## src/hdl/i3c_standby_pkg.sv

```systemverilog
// Shared widths, bus owner encoding and RSTACT codes, referenced by scoped name
`default_nettype none

package i3c_standby_pkg;

  // Data byte on the bus engines
  typedef logic [7:0] byte_t;

  // Time thresholds and the bus counter, in clock cycles
  typedef logic [19:0] timer_t;

  // Defining byte of the RSTACT command
  typedef logic [7:0] rst_action_t;

  // Agent currently driving the shared TX/RX engines
  typedef enum logic [1:0] {
    OwnerFsm = 2'd0,
    OwnerCcc = 2'd1,
    OwnerIbi = 2'd2
  } owner_e;

  // RSTACT codes handled locally
  localparam rst_action_t RstActPeriph   = 8'h01;
  localparam rst_action_t RstActEscalate = 8'h02;

  // Counter stops here instead of wrapping
  localparam timer_t TimerMax = '1;

endpackage

`default_nettype wire

```

## src/hdl/bus_flow_mux.sv

```systemverilog
// Steers the owning agent's TX/RX requests to the bus engines and their replies back
`timescale 1ns/1ps
`default_nettype none

module bus_flow_mux (
  input  i3c_standby_pkg::owner_e owner_i,

  input  logic                    fsm_tx_req_byte_i,
  input  logic                    fsm_tx_req_bit_i,
  input  i3c_standby_pkg::byte_t  fsm_tx_value_i,
  input  logic                    fsm_tx_sel_od_pp_i,
  input  logic                    fsm_rx_req_bit_i,
  input  logic                    fsm_rx_req_byte_i,

  input  logic                    ccc_tx_req_byte_i,
  input  logic                    ccc_tx_req_bit_i,
  input  i3c_standby_pkg::byte_t  ccc_tx_value_i,
  input  logic                    ccc_tx_sel_od_pp_i,
  input  logic                    ccc_rx_req_bit_i,
  input  logic                    ccc_rx_req_byte_i,

  input  logic                    ibi_tx_req_byte_i,
  input  logic                    ibi_tx_req_bit_i,
  input  i3c_standby_pkg::byte_t  ibi_tx_value_i,
  input  logic                    ibi_tx_sel_od_pp_i,
  input  logic                    ibi_rx_req_bit_i,
  input  logic                    ibi_rx_req_byte_i,

  input  logic                    bus_tx_done_i,
  input  logic                    bus_tx_err_i,
  input  logic                    bus_rx_done_i,
  input  i3c_standby_pkg::byte_t  bus_rx_data_i,

  output logic                    bus_tx_req_byte_o,
  output logic                    bus_tx_req_bit_o,
  output i3c_standby_pkg::byte_t  bus_tx_value_o,
  output logic                    bus_tx_sel_od_pp_o,
  output logic                    bus_rx_req_bit_o,
  output logic                    bus_rx_req_byte_o,

  output logic                    fsm_tx_done_o,
  output logic                    fsm_tx_err_o,
  output logic                    fsm_rx_done_o,
  output i3c_standby_pkg::byte_t  fsm_rx_data_o,

  output logic                    ccc_tx_done_o,
  output logic                    ccc_tx_err_o,
  output logic                    ccc_rx_done_o,
  output i3c_standby_pkg::byte_t  ccc_rx_data_o,

  output logic                    ibi_tx_done_o,
  output logic                    ibi_rx_done_o,
  output i3c_standby_pkg::byte_t  ibi_rx_data_o
);

  always_comb begin
    bus_tx_req_byte_o  = 1'b0;
    bus_tx_req_bit_o   = 1'b0;
    bus_tx_value_o     = '0;
    bus_tx_sel_od_pp_o = 1'b0;
    bus_rx_req_bit_o   = 1'b0;
    bus_rx_req_byte_o  = 1'b0;
    fsm_tx_done_o      = 1'b0;
    fsm_tx_err_o       = 1'b0;
    fsm_rx_done_o      = 1'b0;
    fsm_rx_data_o      = '0;
    ccc_tx_done_o      = 1'b0;
    ccc_tx_err_o       = 1'b0;
    ccc_rx_done_o      = 1'b0;
    ccc_rx_data_o      = '0;
    ibi_tx_done_o      = 1'b0;
    ibi_rx_done_o      = 1'b0;
    ibi_rx_data_o      = '0;

    case (owner_i)
      i3c_standby_pkg::OwnerFsm: begin
        bus_tx_req_byte_o  = fsm_tx_req_byte_i;
        bus_tx_req_bit_o   = fsm_tx_req_bit_i;
        bus_tx_value_o     = fsm_tx_value_i;
        bus_tx_sel_od_pp_o = fsm_tx_sel_od_pp_i;
        bus_rx_req_bit_o   = fsm_rx_req_bit_i;
        bus_rx_req_byte_o  = fsm_rx_req_byte_i;
        fsm_tx_done_o      = bus_tx_done_i;
        fsm_tx_err_o       = bus_tx_err_i;
        fsm_rx_done_o      = bus_rx_done_i;
        fsm_rx_data_o      = bus_rx_data_i;
      end
      i3c_standby_pkg::OwnerCcc: begin
        bus_tx_req_byte_o  = ccc_tx_req_byte_i;
        bus_tx_req_bit_o   = ccc_tx_req_bit_i;
        bus_tx_value_o     = ccc_tx_value_i;
        bus_tx_sel_od_pp_o = ccc_tx_sel_od_pp_i;
        bus_rx_req_bit_o   = ccc_rx_req_bit_i;
        bus_rx_req_byte_o  = ccc_rx_req_byte_i;
        ccc_tx_done_o      = bus_tx_done_i;
        ccc_tx_err_o       = bus_tx_err_i;
        ccc_rx_done_o      = bus_rx_done_i;
        ccc_rx_data_o      = bus_rx_data_i;
      end
      i3c_standby_pkg::OwnerIbi: begin
        bus_tx_req_byte_o  = ibi_tx_req_byte_i;
        bus_tx_req_bit_o   = ibi_tx_req_bit_i;
        bus_tx_value_o     = ibi_tx_value_i;
        bus_tx_sel_od_pp_o = ibi_tx_sel_od_pp_i;
        bus_rx_req_bit_o   = ibi_rx_req_bit_i;
        bus_rx_req_byte_o  = ibi_rx_req_byte_i;
        // IBI engine has no TX error input
        ibi_tx_done_o      = bus_tx_done_i;
        ibi_rx_done_o      = bus_rx_done_i;
        ibi_rx_data_o      = bus_rx_data_i;
      end
      default: begin
      end
    endcase
  end

endmodule

`default_nettype wire

```

## src/hdl/bus_owner_fsm.sv

```systemverilog
// Arbitrates ownership of the bus engines between target FSM, CCC handler and IBI engine
`timescale 1ns/1ps
`default_nettype none

module bus_owner_fsm (
  input  logic                   clk_i,
  input  logic                   rst_ni,
  input  logic                   ccc_valid_i,
  input  logic                   ibi_begin_i,
  input  logic                   ccc_done_i,
  input  logic                   next_ccc_i,
  input  logic                   ibi_done_i,
  output i3c_standby_pkg::owner_e owner_o
);

  i3c_standby_pkg::owner_e owner_q;

  always_ff @(posedge clk_i or negedge rst_ni) begin
    if (!rst_ni) begin
      owner_q <= i3c_standby_pkg::OwnerFsm;
    end else begin
      case (owner_q)
        i3c_standby_pkg::OwnerFsm: begin
          // Simultaneous requests are ignored, target FSM keeps the bus
          if (ccc_valid_i && !ibi_begin_i) begin
            owner_q <= i3c_standby_pkg::OwnerCcc;
          end else if (ibi_begin_i && !ccc_valid_i) begin
            owner_q <= i3c_standby_pkg::OwnerIbi;
          end
        end
        i3c_standby_pkg::OwnerCcc: begin
          if (ccc_done_i || next_ccc_i) begin
            owner_q <= i3c_standby_pkg::OwnerFsm;
          end
        end
        i3c_standby_pkg::OwnerIbi: begin
          if (ibi_done_i) begin
            owner_q <= i3c_standby_pkg::OwnerFsm;
          end
        end
        default: owner_q <= i3c_standby_pkg::OwnerFsm;
      endcase
    end
  end

  assign owner_o = owner_q;

endmodule

`default_nettype wire

```

## src/hdl/bus_timers.sv

```systemverilog
// Counts cycles since the last STOP and flags bus free, idle and available conditions
`timescale 1ns/1ps
`default_nettype none

module bus_timers (
  input  logic                    clk_i,
  input  logic                    rst_ni,
  input  logic                    enable_i,
  input  logic                    stop_det_i,
  input  i3c_standby_pkg::timer_t t_bus_free_i,
  input  i3c_standby_pkg::timer_t t_bus_idle_i,
  input  i3c_standby_pkg::timer_t t_bus_available_i,
  output logic                    bus_free_o,
  output logic                    bus_idle_o,
  output logic                    bus_available_o
);

  i3c_standby_pkg::timer_t count_q;

  // Restart on every STOP, hold at zero while disabled
  always_ff @(posedge clk_i or negedge rst_ni) begin
    if (!rst_ni) begin
      count_q <= '0;
    end else if (stop_det_i || !enable_i) begin
      count_q <= '0;
    end else if (count_q != i3c_standby_pkg::TimerMax) begin
      count_q <= count_q + 1'b1;
    end
  end

  assign bus_free_o      = enable_i && (count_q >= t_bus_free_i);
  assign bus_idle_o      = enable_i && (count_q >= t_bus_idle_i);
  assign bus_available_o = enable_i && (count_q >= t_bus_available_i);

endmodule

`default_nettype wire

```

## src/hdl/i3c_standby_core.sv

```systemverilog
// Top of the I3C standby glue layer, instantiated between the target agents and bus engines
`timescale 1ns/1ps
`default_nettype none

module i3c_standby_core (
  input  logic                         clk_i,
  input  logic                         rst_ni,
  input  logic                         ccc_valid_i,
  input  logic                         ibi_begin_i,
  input  logic                         ccc_done_i,
  input  logic                         next_ccc_i,
  input  logic                         ibi_done_i,
  input  logic                         fsm_tx_req_byte_i,
  input  logic                         fsm_tx_req_bit_i,
  input  i3c_standby_pkg::byte_t       fsm_tx_value_i,
  input  logic                         fsm_tx_sel_od_pp_i,
  input  logic                         fsm_rx_req_bit_i,
  input  logic                         fsm_rx_req_byte_i,
  input  logic                         ccc_tx_req_byte_i,
  input  logic                         ccc_tx_req_bit_i,
  input  i3c_standby_pkg::byte_t       ccc_tx_value_i,
  input  logic                         ccc_tx_sel_od_pp_i,
  input  logic                         ccc_rx_req_bit_i,
  input  logic                         ccc_rx_req_byte_i,
  input  logic                         ibi_tx_req_byte_i,
  input  logic                         ibi_tx_req_bit_i,
  input  i3c_standby_pkg::byte_t       ibi_tx_value_i,
  input  logic                         ibi_tx_sel_od_pp_i,
  input  logic                         ibi_rx_req_bit_i,
  input  logic                         ibi_rx_req_byte_i,
  input  logic                         bus_tx_done_i,
  input  logic                         bus_tx_err_i,
  input  logic                         bus_rx_done_i,
  input  i3c_standby_pkg::byte_t       bus_rx_data_i,
  output logic                         bus_tx_req_byte_o,
  output logic                         bus_tx_req_bit_o,
  output i3c_standby_pkg::byte_t       bus_tx_value_o,
  output logic                         bus_tx_sel_od_pp_o,
  output logic                         bus_rx_req_bit_o,
  output logic                         bus_rx_req_byte_o,
  output logic                         fsm_tx_done_o,
  output logic                         fsm_tx_err_o,
  output logic                         fsm_rx_done_o,
  output i3c_standby_pkg::byte_t       fsm_rx_data_o,
  output logic                         ccc_tx_done_o,
  output logic                         ccc_tx_err_o,
  output logic                         ccc_rx_done_o,
  output i3c_standby_pkg::byte_t       ccc_rx_data_o,
  output logic                         ibi_tx_done_o,
  output logic                         ibi_rx_done_o,
  output i3c_standby_pkg::byte_t       ibi_rx_data_o,
  input  logic                         i3c_standby_en_i,
  input  logic                         stop_det_i,
  input  i3c_standby_pkg::timer_t      t_bus_free_i,
  input  i3c_standby_pkg::timer_t      t_bus_idle_i,
  input  i3c_standby_pkg::timer_t      t_bus_available_i,
  output logic                         bus_free_o,
  output logic                         bus_idle_o,
  output logic                         bus_available_o,
  input  logic                         rst_action_valid_i,
  input  i3c_standby_pkg::rst_action_t rst_action_i,
  input  logic                         target_reset_detect_i,
  input  logic                         escalate_reset_i,
  input  logic                         rstact_armed_i,
  input  logic                         peripheral_reset_done_i,
  output logic                         peripheral_reset_o,
  output logic                         escalated_reset_o,
  input  logic                         tx_sda_i,
  input  logic                         ibi_sda_i,
  output logic                         ctrl_sda_o
);

  i3c_standby_pkg::owner_e owner;

  bus_owner_fsm i_bus_owner_fsm (
    .clk_i,
    .rst_ni,
    .ccc_valid_i,
    .ibi_begin_i,
    .ccc_done_i,
    .next_ccc_i,
    .ibi_done_i,
    .owner_o (owner)
  );

  bus_flow_mux i_bus_flow_mux (
    .owner_i (owner),
    .fsm_tx_req_byte_i,
    .fsm_tx_req_bit_i,
    .fsm_tx_value_i,
    .fsm_tx_sel_od_pp_i,
    .fsm_rx_req_bit_i,
    .fsm_rx_req_byte_i,
    .ccc_tx_req_byte_i,
    .ccc_tx_req_bit_i,
    .ccc_tx_value_i,
    .ccc_tx_sel_od_pp_i,
    .ccc_rx_req_bit_i,
    .ccc_rx_req_byte_i,
    .ibi_tx_req_byte_i,
    .ibi_tx_req_bit_i,
    .ibi_tx_value_i,
    .ibi_tx_sel_od_pp_i,
    .ibi_rx_req_bit_i,
    .ibi_rx_req_byte_i,
    .bus_tx_done_i,
    .bus_tx_err_i,
    .bus_rx_done_i,
    .bus_rx_data_i,
    .bus_tx_req_byte_o,
    .bus_tx_req_bit_o,
    .bus_tx_value_o,
    .bus_tx_sel_od_pp_o,
    .bus_rx_req_bit_o,
    .bus_rx_req_byte_o,
    .fsm_tx_done_o,
    .fsm_tx_err_o,
    .fsm_rx_done_o,
    .fsm_rx_data_o,
    .ccc_tx_done_o,
    .ccc_tx_err_o,
    .ccc_rx_done_o,
    .ccc_rx_data_o,
    .ibi_tx_done_o,
    .ibi_rx_done_o,
    .ibi_rx_data_o
  );

  bus_timers i_bus_timers (
    .clk_i,
    .rst_ni,
    .enable_i          (i3c_standby_en_i),
    .stop_det_i,
    .t_bus_free_i,
    .t_bus_idle_i,
    .t_bus_available_i,
    .bus_free_o,
    .bus_idle_o,
    .bus_available_o
  );

  target_reset_ctrl i_target_reset_ctrl (
    .clk_i,
    .rst_ni,
    .rst_action_valid_i,
    .rst_action_i,
    .target_reset_detect_i,
    .escalate_reset_i,
    .rstact_armed_i,
    .peripheral_reset_done_i,
    .peripheral_reset_o,
    .escalated_reset_o
  );

  // Open-drain style, either driver may pull SDA low
  assign ctrl_sda_o = tx_sda_i & ibi_sda_i;

endmodule

`default_nettype wire

```

## src/hdl/target_reset_ctrl.sv

```systemverilog
// Turns RSTACT actions and target reset patterns into peripheral and escalated resets
`timescale 1ns/1ps
`default_nettype none

module target_reset_ctrl (
  input  logic                         clk_i,
  input  logic                         rst_ni,
  input  logic                         rst_action_valid_i,
  input  i3c_standby_pkg::rst_action_t rst_action_i,
  input  logic                         target_reset_detect_i,
  input  logic                         escalate_reset_i,
  input  logic                         rstact_armed_i,
  input  logic                         peripheral_reset_done_i,
  output logic                         peripheral_reset_o,
  output logic                         escalated_reset_o
);

  logic periph_req;
  logic escal_req;

  // First pattern resets the peripheral, the next one escalates
  assign periph_req =
      (rst_action_valid_i && (rst_action_i == i3c_standby_pkg::RstActPeriph)) ||
      (target_reset_detect_i && !escalate_reset_i && !rstact_armed_i);
  assign escal_req =
      (rst_action_valid_i && (rst_action_i == i3c_standby_pkg::RstActEscalate)) ||
      (target_reset_detect_i && escalate_reset_i && !rstact_armed_i);

  always_ff @(posedge clk_i or negedge rst_ni) begin
    if (!rst_ni) begin
      peripheral_reset_o <= 1'b0;
    end else if (peripheral_reset_done_i) begin
      peripheral_reset_o <= 1'b0;
    end else if (periph_req) begin
      peripheral_reset_o <= 1'b1;
    end
  end

  // Sticky until the block itself is reset
  always_ff @(posedge clk_i or negedge rst_ni) begin
    if (!rst_ni) begin
      escalated_reset_o <= 1'b0;
    end else if (escal_req) begin
      escalated_reset_o <= 1'b1;
    end
  end

endmodule

`default_nettype wire

```

## config.mk

```make
export PLATFORM = sky130hd
export DESIGN_NAME = i3c_standby_core
export DESIGN_NICKNAME = d
export VERILOG_FILES = /design/src/hdl/i3c_standby_pkg.sv /design/src/hdl/bus_flow_mux.sv /design/src/hdl/bus_owner_fsm.sv /design/src/hdl/bus_timers.sv /design/src/hdl/i3c_standby_core.sv /design/src/hdl/target_reset_ctrl.sv
export SDC_FILE = /design/constraint.sdc
export NUM_CORES = 1
export LEC_CHECK = 0
export ABC_AREA = 1
export BUFFER_PORTS_ARGS = -buffer_cell sky130_fd_sc_hd__buf_2
export CAP_MARGIN = 5
export CORE_ASPECT_RATIO = 0.6
export CORE_MARGIN = 2
export CORE_UTILIZATION = 48
export DETAILED_ROUTE_END_ITERATION = 7
export PLACE_DENSITY_LB_ADDON = 0.08
export SLEW_MARGIN = 20
export SYNTH_ARGS = -nofsm -noshare
export SYNTH_HDL_FRONTEND = slang
export SYNTH_HIERARCHICAL = 1
export SYNTH_SLANG_ARGS = --single-unit
export TNS_END_PERCENT = 20
```

## constraint.sdc

```tcl
create_clock -name clk_i -period 1.9 [get_ports clk_i]
set_input_delay 0.38 -clock clk_i [delete_from_list [all_inputs] [get_ports clk_i]]
set_output_delay 0.38 -clock clk_i [all_outputs]
set_load 0.01 [all_outputs]
```

; Word level (Yosys, flattened, before mapping)
; Cells that the tools add are included.
[word_totals]
word_cells = 67
reg_bits = 24
[op_classes]
mux = 26
n_addsub = 1
n_reduce_logical = 24
n_eq_ne = 8
n_lt_le_gt_ge = 3
bitwise_logic = 1
[op_table]
columns = cell, n
row1 = $ge A20 B20 Y1, 3
row2 = $mux W20, 2
row3 = $mux W8, 3
row4 = $pmux W8 S3, 1
row5 = $add A20 B1 Y20 const B, 1
row6 = $ne A20 B20 Y1 const B, 1
row7 = $pmux W1 S3, 5
row8 = $logic_and A1 B1 Y1, 11
row9 = $mux W1, 10
row10 = $eq A8 B1 Y1 const B, 1
row11 = $eq A8 B2 Y1 const B, 1
row12 = $mux W2, 4
row13 = $pmux W2 S3, 1
row14 = $logic_not A1 Y1, 5
row15 = $logic_or A1 B1 Y1, 4
row16 = $ne A2 B2 Y1 const B, 2
row17 = $reduce_bool A2 Y1, 2
row18 = $ne A3 B3 Y1 const B, 1
row19 = $reduce_and A3 Y1, 1
row20 = $eq A2 B1 Y1 const B, 1
row21 = $eq A2 B2 Y1 const B, 1
row22 = $logic_not A2 Y1, 1
row23 = $and A1 B1 Y1, 1

; Longest topological paths before layout
; Gate-level depths: netlist of the first run.
[depth]
depth_word = 6
mapped_depth = 12
depth_no_buf = 12

; By module
; Netlist of the first run, hierarchy kept.
[by_module_without_submodules]
columns = mod, instances, seq_area_each_um2, area_per_inst_um2, cells_each
row1 = bus_timers, 1, 500.5, 2922.8, 463
row2 = bus_flow_mux, 1, 0.0, 558.0, 110
row3 = target_reset_ctrl, 1, 50.0, 142.6, 21
row4 = bus_owner_fsm, 1, 50.0, 133.9, 19
row5 = i3c_standby_core, 1, 0.0, 7.5, 2

; Worst setup path after synthesis of the first run
; OpenSTA, ideal clock, no wires.
[synth_path]
path_type = register to output
from = register i_bus_timers.count_q[19]
to = output port bus_free_o
stages_incl_launch_ff = 10
path_slack_ns = 0.177
t_arrival_ns = 1.343
path_cell_list = dfrtp_1 ha_1 nand2_1 nor2_1 nand2_1 nor2_1 nand2_1 nand4_1 nand2_1 inv_1
[synth_between]
elab_chain_len = 2
[synth_lines]
columns = item, line_no
row1 = start: declaration, bus_timers.sv:18  ; i3c_standby_pkg::timer_t count_q;
row2 = start signal: assignment, bus_timers.sv:27  ; count_q <= count_q + 1'b1;
row3 = $ge A20 B20 Y1, bus_timers.sv:31  ; assign bus_free_o = enable_i && (count_q >= t_bus_free_i);
row4 = $logic_and A1 B1 Y1, bus_timers.sv:31
row5 = end: declaration, i3c_standby_core.sv:57  ; output logic bus_free_o,
; Every way passes these cells.

; Worst setup path in the final report of the first run
[layout_path]
from = register i_bus_timers.count_q[5]
to = output port bus_available_o
[layout_between]
elab_chain_len = 2
[layout_lines]
columns = item, line_no
row1 = $ge A20 B20 Y1, bus_timers.sv:33  ; assign bus_available_o = enable_i && (count_q >= t_bus_available_i);
row2 = $logic_and A1 B1 Y1, bus_timers.sv:33
row3 = end: declaration, i3c_standby_core.sv:59  ; output logic bus_available_o,
; Every way passes these cells.

==> metrics.txt, run 1 <==
status=finished with violations; failing checks=negative setup slack; fillers=561; layout cells sized above 1=0.398; WS Path Type=register to output port; DR WL/cell=13.5 um; Min Clock Period, post-route=around 2300 ps; post-synthesis instance total=615; die width=around 120 um; synthesized cell area=~0.0038 sq mm; Yosys cell types=33; First-pass DRT Iterations=5; Placer Congestion=0.945; vias in the first global route=4305; initial antenna violation count=0; final std cells w/o fill=936; Worst Setup EP=bus_available_o; I/O pins=around 190; layout net count=1029; Die H=just over 70 um; worst skew pair latency=~270 ps; CP required=between 1500 and 2000 ps; pre-CTS setup slack=-133 ps; core area=about 0.0074 sq mm; Achievable Freq=0.439 GHz; Area growth syn-to-layout=47.6%; clk slew on worst S/H paths=70 ps; worst reg2reg path depth=8; Max stage delay on crit path=450 ps; via/cell ratio=5.01; Max Cap Viol=0; row count=24; final setup vio count=3; leakage power=about 3.4 nW; sequential fraction of the synthesis area=0.160; n_diodes=0; reg2reg end=i_bus_timers/count_q[0]$_DFFE_PN0P_; Post-Route WL=12700 um; antenna viol nets, final=0; register bit total from synthesis=24; Ys Warns=6; # port buffers=~180; Worst R2R Start=i_bus_timers/count_q[7]$_DFFE_PN0P_; Crit-path slowest cell=dfrtp_1; Final Hold Fails=0; via count=4688; Num CTS Buffers=3; Tightest Hold Check Type=input port to async pin; post-cts hold buffer count=0; DR DRC count=0; Setup WS post-layout=-380 ps; Final HPWL DP=between 10000 and 15000 um; Initial DRC Count=316; flop-to-flop setup slack=140 ps; max-slew violation count=0; setup TNS=-1010 ps; Peak VDD IR=~410 uV; Critical Path AT=approximately 1900 ps; Root Buffer=clkbuf_16; Worst path most repeated cell=nand2_1; Initial Util=0.508; Die Area=0.00859 sq mm; GR Util All Layers=0.274; Clock Skew=between 4 and 5 ps; Worst Setup Start Kind=register; largest net degree at the start of global routing=25; CP Capture Type=output port; PwrDens=497 mW/mm^2; worst setup path startpoint=i_bus_timers/count_q[5]$_DFFE_PN0P_; CTS H-Tree Depth=1; Syn Area/Cell=between 6 and 7 sq um; global-route wire length before repair=~19000 um; CTS tree=yes; Worst-Margin Slew=560 ps; Bufs on Longest Clock Path=2; Net Count, Synth=811; Worst slew margin=0.626; crit-path max FO=4; Tcrit/Tclk final=1.20; unrepaired setup endpoints after global routing=true; ordered list of cells on the worst path=ha_1 > nand2_1 > nor2_2 > nand2_1 > nor2_1 > nand2_1 > nand4_1 > nand2_1 > inv_1 > buf_2; placed cells=between 900 and 1k; total grt overflow=0; clock sinks=24
==> kinds of logic after synthesis <==
kind of cell / count (synthesis) / share of synthesized area
buffers and inverters: 134 / 0.149
adder cells (fa/ha/maj): 62 / 0.206
XOR/XNOR: 4 / 0.00930
flip-flops: 24 / 0.160
AO/OA/AOI/OAI: 40 / 0.0621
AND/OR/NAND/NOR: 351 / 0.414
==> report_power, final <==
| group | leakage [nW] | switching (mW) | internal, mW |
|---|---|---|---|
| Sequential | 0.302 | 0.0551 | 0.532 |
| Combinational | 3.07 | 0.909 | 0.642 |
| Clock | 0.0511 | 0.204 | 0.420 |
| Total | 3.42 | 1.17 | 1.59 |
==> critical path, delay by kind of cell, from the launching register on <==
family        cells  cell delay [ps]
fa+ha+maj         1              350
simple gates      7              650
flops             1              450
buf+inv           2              180
==> per-layer routing <==
layer,part of all wire,routed length [um],track usage,up-vias
li1,-,-,-,2354
met1,0.43,5480,0.371,2125
met2,0.48,6080,0.472,186
met3,0.075,954,0.0414,23
met4,0.013,160,0.0576,0
met5,0,0,0,-
==> worst min path at each step <==
| stage | endpoint | startpoint | cells after the start |
|---|---|---|---|
| finish | i_target_reset_ctrl/peripheral_reset_o$_DFFE_PN0P_ | rst_ni | 1 |
| global route | i_target_reset_ctrl/peripheral_reset_o$_DFFE_PN0P_ | rst_ni | 1 |
| CTS | i_bus_timers/count_q[0]$_DFFE_PN0P_ | rst_ni | 1 |
| detailed placement | i_target_reset_ctrl/peripheral_reset_o$_DFFE_PN0P_ | rst_ni | 1 |
| global placement | i_bus_timers/count_q[14]$_DFFE_PN0P_ | rst_ni | 1 |
| floorplan | i_bus_owner_fsm/owner_o[0]$_DFFE_PN0P_ | rst_ni | 0 |
==> cells in the mapped netlist, drive strengths merged <==
library cell	count	area (sq um)
nand2	179	689
inv	123	462
nor2	89	400
ha	62	776
nand3	62	328
dfrtp	24	601
a21oi	19	98.9
buf	11	97.6
nand4	8	50.1
o21ai	8	40.0
or2	6	37.5
o21bai	5	37.5
a21o	4	30.0
xor2	4	35.0
nand3b	3	22.5
nor3	3	26.3
a31oi	2	12.5
and2	1	6.26
o211ai	1	7.51
o31ai	1	7.51
==> cells in the final DEF (no fill, tap or decap), types with 3 or more instances in the layout <==
cell,n
buf_6,3
nand2_4,5
a21oi_2,4
clkbuf_16,3
nand3b_1,3
nand2_1,160
o21bai_1,5
buf_2,183
o21ai_0,5
dfrtp_2,15
o21ai_1,3
inv_2,5
or2_2,6
nand4_1,8
nand3_1,60
nor2_2,20
a21o_1,4
inv_1,117
nor2_1,59
buf_4,37
dfrtp_1,9
a21oi_1,15
nor2_4,9
ha_4,20
nand2_2,14
xor2_1,4
ha_1,42
==> registers in the layout, summed over array words and instances (netlist names) <==
register                                flops
i_bus_owner_fsm/owner_o                     2
i_target_reset_ctrl/escalated_reset_o       1
i_bus_timers/count_q                       20
i_target_reset_ctrl/peripheral_reset_o      1
==> metrics by stage <==
stage | area [sq um] | hold WS [ps] | utilization | power, mW
final | 5560 | 102 | 0.749 | 2.76
after global routing | 5560 | 143 | 0.749 | 2.96
after CTS | 5220 | 122 | 0.704 | 2.65
after detailed placement | 4950 | 404 | 0.668 | 2.01
after global placement | 4950 | 397 | 0.668 | 1.97
after floorplan | 3760 | 84.4 | - | 1.51
==> cell type report <==
type	instances	area, sq um	area share
clock inverters	1	30.0	0.00541
inverters	123	464	0.0836
flip-flops and latches	24	619	0.111
well taps	104	130	0.0234
repair buffers	224	1250	0.225
multi-input cells	457	2990	0.538
clock buffers	3	75.1	0.0135
==> timing repair <==
item,CTS,global route
gates resized for setup,27,54
buffers inserted,4,5
pin swaps,20,23
setup endpoints to repair,3,40
(Power assumes the default switching activity.)
==> run 2: changes to the inputs <==
Settings changed: CORE_UTILIZATION 48 to 43.
Clock period 1.9 ns to 1.83 ns, I/O delays scaled along.
==> run 2 against run 1 <==
Against the previous run: the flow still finishes with violations (negative setup slack); design area shrank 1.1%; largest cell class unchanged; clock-buffer cell count is the same; largest power group unchanged; sequential share of layout area is essentially flat.
==> metrics.txt, run 2 (synthesis gave the netlist of run 1 again) <==
CTS tree=yes; Worst Setup Start Kind=register; DR WL/cell=12.9 um (-4.7%); CTS H-Tree Depth=1 (unchanged); Bufs on Longest Clock Path=2 (unchanged); Final Core Density=0.647 (-0.102); Final HPWL DP=10000 um (-1.7%); CP Capture Type=output port; area occupied by multi-input gates=0.00294 sq mm (-1.7%); largest register by flop count=i_bus_timers/count_q; Storage cell area=614 sq um (-0.81%); setup TNS=-1040 ps (-34.5 ps); placed cell areas=0.00501 sq mm (+1.1%); total grt overflow=0 (unchanged); via count=4556 (-2.8%); unrepaired setup endpoints after global routing=true; row count=26 (+8.3%); global-route wire length before repair=19900 um (+4.1%); Worst-Margin Slew=566 ps (+5.88 ps); most frequent cells in the layout=buf_2, nand2_1, inv_1; largest net degree at the start of global routing=25 (unchanged); Min Clock Period, post-route=2190 ps; PwrDens=510 mW/mm^2 (+2.6%); leakage power=3.40 nW (-0.73%); Initial DRC Count=296 (-6.3%); final instance area=0.00549 sq mm (-1.1%); GR Util All Layers=0.248 (-0.0263); initial antenna violation count=0 (unchanged); die width=125 um (+5.5%); Peak VDD IR=417 uV (+1.1%); Num CTS Buffers=3 (unchanged); Area growth syn-to-layout=45.9%; antenna viol nets, final=0 (unchanged); via/cell ratio=4.82 (-3.7%); I/O pins=185 (unchanged); WS Path Type=register to output port; max-slew violation count=0 (unchanged); DR DRC count=0 (unchanged); Root Buffer=clkbuf_16; Die H=76.5 um (+5.3%); Achievable Freq=roughly 0.46 GHz; # port buffers=184 (unchanged); clock sinks=24 (unchanged); First-pass DRT Iterations=5 (unchanged); commonest non-fill, non-tap cell in the layout=buf_2; layout cells sized above 1=0.385 (-0.0125); max FFs per register=20 (unchanged); Initial Util=0.443 (-0.0642); Die Area=0.00954 sq mm (+11%); Final Hold Fails=0 (unchanged); fillers=807 (+44%); core area=0.00849 sq mm (+14%); Post-Route WL=12200 um (-3.8%); worst skew pair latency=260 ps (about the same); vias in the first global route=4227 (-1.8%); status=finished with violations; Placer Congestion=0.905 (-4.2%); Max Cap Viol=0 (unchanged); CP required=1460 ps (-60 ps); final std cells w/o fill=945 (+0.96%); failing checks=negative setup slack; n_diodes=0 (unchanged); clk slew on worst S/H paths=70 ps (about the same); Tightest Hold Check Type=input port to async pin; placed cells=937 (+1.5%); Tcrit/Tclk final=1.20; worst hold slack=94.1 ps (-7.54 ps); layout net count=1030 (+0.097%); final setup vio count=3 (unchanged); Worst slew margin=0.622 (-0.00392); Critical Path AT=1830 ps (-70 ps); Clock Skew=2.41 ps (-2.18 ps); crit-path max FO=4 (unchanged); Setup WS post-layout=-363 ps (+16.6 ps)
run 2: cell count changes in the layout (fill, tap and decap cells not counted), sizes merged:
cell,previous run,this run
nand3,62,63
run 2: timing repair:
item,4_1_cts,5_1_grt
buffers inserted,1,3
cloned,0,1
hold buffers,0,0
gates resized for setup,25,44
pin swaps,20,17
setup endpoints to repair,23,54
run 2: cell type report:
type                    count  share of cell area
clock buffers               3              0.0137
clock inverters             1             0.00547
inverters                 123              0.0845
multi-input cells         458               0.535
flip-flops and latches     24               0.112
well taps                 112              0.0255
repair buffers            224               0.224
run 2: critical path, stage by stage, from the launching register on:
cell and delay, ps:
dfrtp_2 480, ha_4 300, nand2_2 70, buf_4 140, a21oi_2 90, nor2_1 40, nand2_1 80, nand2_1 60
nand4_1 80, nand2_1 60, inv_1 50, buf_2 110
run 2: per-layer routing:
metal  GRT usage  part of all wire
met5           0                 0
met1       0.371              0.49
met2       0.394              0.44
met3      0.0337             0.069
met4      0.0202            0.0030
run 2: path summary, 6_finish.rpt:
kind / startpoint / to / slack [ps] / cells after the start
max in group asynchronous: rst_ni / i_bus_timers/count_q[13]$_DFFE_PN0P_ / 1330 / 1
setup reg to reg: i_bus_timers/count_q[15]$_DFFE_PN0P_ / i_bus_timers/count_q[1]$_DFFE_PN0P_ / 60 / 6
min in group clk_i: peripheral_reset_done_i / i_target_reset_ctrl/peripheral_reset_o$_DFFE_PN0P_ / 250 / 2
hold / removal: rst_ni / i_bus_timers/count_q[0]$_DFFE_PN0P_ / 90 / 1
setup / recovery: i_bus_timers/count_q[11]$_DFFE_PN0P_ / bus_available_o / -360 / 11
hold reg to reg: i_target_reset_ctrl/escalated_reset_o$_DFFE_PN0P_ / i_target_reset_ctrl/escalated_reset_o$_DFFE_PN0P_ / 480 / 2
run 2: power breakdown:
group | switching (mW) | internal [mW]
clock network | 0.198 | 0.435
logic | 0.953 | 0.638
registers | 0.0285 | 0.550
total | 1.18 | 1.62
run 2: stage by stage:
step / power, mW / setup slack, ps
final: 2.80 / -363
after global routing: 3.01 / -450
after CTS: 2.78 / -358
after detailed placement: 2.12 / -167
after global placement: 2.09 / -119
after floorplan: 1.56 / 121
==> run 3: changes to the inputs <==
Settings changed: CORE_UTILIZATION 43 to 35.
==> run 3 against run 2 <==
Against the previous run: the flow still finishes with violations (negative setup slack); clock skew decreased by 0.71 ps; critical path depth stayed put; via count is 1.6% lower; sequential share of layout area is 0.14 points lower; combinational power up 10%; first-iteration DRC count shrank 56%; setup slack worse by 17 ps; critical endpoint is now bus_idle_o; largest power group unchanged; highest routed layer unchanged.
==> metrics.txt, run 3 (synthesis gave the netlist of run 1 again) <==
status=finished with violations; failing checks=negative setup slack; delay-heaviest family, CP=flip-flops; row count=29 (+12%); Post-Route WL=12300 um (+1.2%); DR WL/cell=12.7 um (-1.8%); crit-path max FO=4 (unchanged); Worst slew margin=0.625 (+0.00211); total grt overflow=0 (unchanged); CTS H-Tree Depth=1 (unchanged); Placer Congestion=0.920 (+1.6%); Initial DRC Count=129 (-56%); DR DRC count=0 (unchanged); via/cell ratio=4.60 (-4.5%); pre-CTS setup slack=-198 ps (-31.7 ps); GR Util All Layers=0.204 (-0.0438); Root Buffer=clkbuf_16; Die Area=0.0116 sq mm (+22%); total power=2.94 mW (+5.0%); via count=4484 (-1.6%); Area growth syn-to-layout=48.4%; n_diodes=0 (unchanged); worst skew pair latency=260 ps (about the same); Initial Util=0.358 (-0.0856); layout net count=1032 (+0.19%); Max Cap Viol=0 (unchanged); Setup WS post-layout=-380 ps (-17.0 ps); layout cells sized above 1=0.393 (+0.00746); leakage power=3.46 nW (+1.7%); Die H=84.3 um (+10%); Tightest Hold Check Type=input port to async pin; WS Path Type=register to output port; Critical Path AT=1840 ps (about the same); CP required=1460 ps (about the same); crit path buf inv count=3 (unchanged); Max stage delay on crit path=490 ps (about the same); die width=138 um (+10%); vias in the first global route=4141 (-2.0%); core area=0.0105 sq mm (+24%); Worst-Margin Slew=563 ps (-3.16 ps); commonest non-fill, non-tap cell in the layout=buf_2; ordered list of cells on the worst path=ha_4 > nand2_4 > nor2_4 > buf_6 > nand2_4 > nor2_2 > nand2_1 > nand4_1 > nand2_1 > inv_1 > buf_2; max-slew violation count=0 (unchanged); Final HPWL DP=10500 um (+4.1%); CP Capture Type=output port; Final Hold Fails=0 (unchanged); most frequent cells in the layout=buf_2, nand2_1, inv_1; PwrDens=526 mW/mm^2 (+3.2%); final setup vio count=3 (unchanged); worst hold slack=92.7 ps (-1.44 ps); max FFs per register=20 (unchanged); Achievable Freq=0.452 GHz (-0.77%); largest net degree at the start of global routing=25 (unchanged); antenna viol nets, final=0 (unchanged); Min Clock Period, post-route=2210 ps (+17.0 ps); Clock Skew=1.70 ps (-0.708 ps); initial antenna violation count=0 (unchanged); Bufs on Longest Clock Path=2 (unchanged); # port buffers=184 (unchanged); First-pass DRT Iterations=4 (-1); I/O pins=185 (unchanged); Peak VDD IR=489 uV (+17%); largest register by flop count=i_bus_timers/count_q; clk slew on worst S/H paths=60 ps (about the same); CTS tree=yes; fillers=1041 (+29%); Tcrit/Tclk final=1.21 (+0.00926); clock sinks=24 (unchanged); Worst Setup Start Kind=register; global-route wire length before repair=19100 um (-4.0%); Num CTS Buffers=3 (unchanged); Crit-path slowest cell=dfrtp_2; unrepaired setup endpoints after global routing=true
-- run 3: changes by cell type in the layout (fill, tap and decap cells not counted), moves of 2 or more --
cell / previous run / this run
dfrtp_2: 11 / 13
nand2_4: 3 / 8
inv_1: 118 / 116
dfrtp_1: 13 / 11
nand2_2: 15 / 10
buf_12: 0 / 2
-- run 3: path summary, 6_finish.rpt --
check,to,slack [ps],cells past startpoint,startpoint
setup / recovery,bus_idle_o,-380,11,i_bus_timers/count_q[19]$_DFFE_PN0P_
hold / removal,i_target_reset_ctrl/escalated_reset_o$_DFFE_PN0P_,90,1,rst_ni
setup reg to reg,i_bus_timers/count_q[1]$_DFFE_PN0P_,90,8,i_bus_timers/count_q[9]$_DFFE_PN0P_
hold reg to reg,i_target_reset_ctrl/escalated_reset_o$_DFFE_PN0P_,480,2,i_target_reset_ctrl/escalated_reset_o$_DFFE_PN0P_
max in group asynchronous,i_bus_timers/count_q[11]$_DFFE_PN0P_,1330,1,rst_ni
min in group clk_i,i_target_reset_ctrl/peripheral_reset_o$_DFFE_PN0P_,250,2,peripheral_reset_done_i
-- run 3: routing by layer --
layer | track usage | up-vias | routed length [um]
met1 | 0.296 | 1999 | 5920
met4 | 0.0204 | 0 | 61
li1 | - | 2359 | -
met5 | 0 | - | 0
met2 | 0.341 | 120 | 5550
met3 | 0.0187 | 6 | 819
-- run 3: timing repair --
item	CTS	global route
buffers inserted	6	2
hold buffers	0	0
resized for setup	20	62
pin swaps	16	24
endpoints found under the setup margin	30	37
hold endpoints to repair	0	0
-- run 3: power breakdown --
part / internal [mW] / leakage, nW / switching (mW) / total (mW)
clock: 0.435 / 0.0511 / 0.192 / 0.627
sequential: 0.549 / 0.305 / 0.0178 / 0.567
combinational: 0.745 / 3.10 / 1.00 / 1.75
-- run 3: area by class of cell --
cell class                 instances  area [sq um]  area share
inverter                         123           467      0.0835
sequential                        24           617       0.110
clock inverter                     1          30.0     0.00538
tap                              139           174      0.0311
clock buffer                       3          75.1      0.0134
multi-input combinational        457          2940       0.526
timing repair buffer             227          1280       0.230
-- run 3: through the flow --
step,utilization,instances,instance area (sq um),setup TNS [ps]
detailed placement,0.478,962,5020,-532
CTS,0.501,972,5280,-1150
global route,0.531,974,5590,-1440
finish,0.531,974,5590,-1110
global placement,0.478,962,5020,-421
floorplan,-,615,3760,0
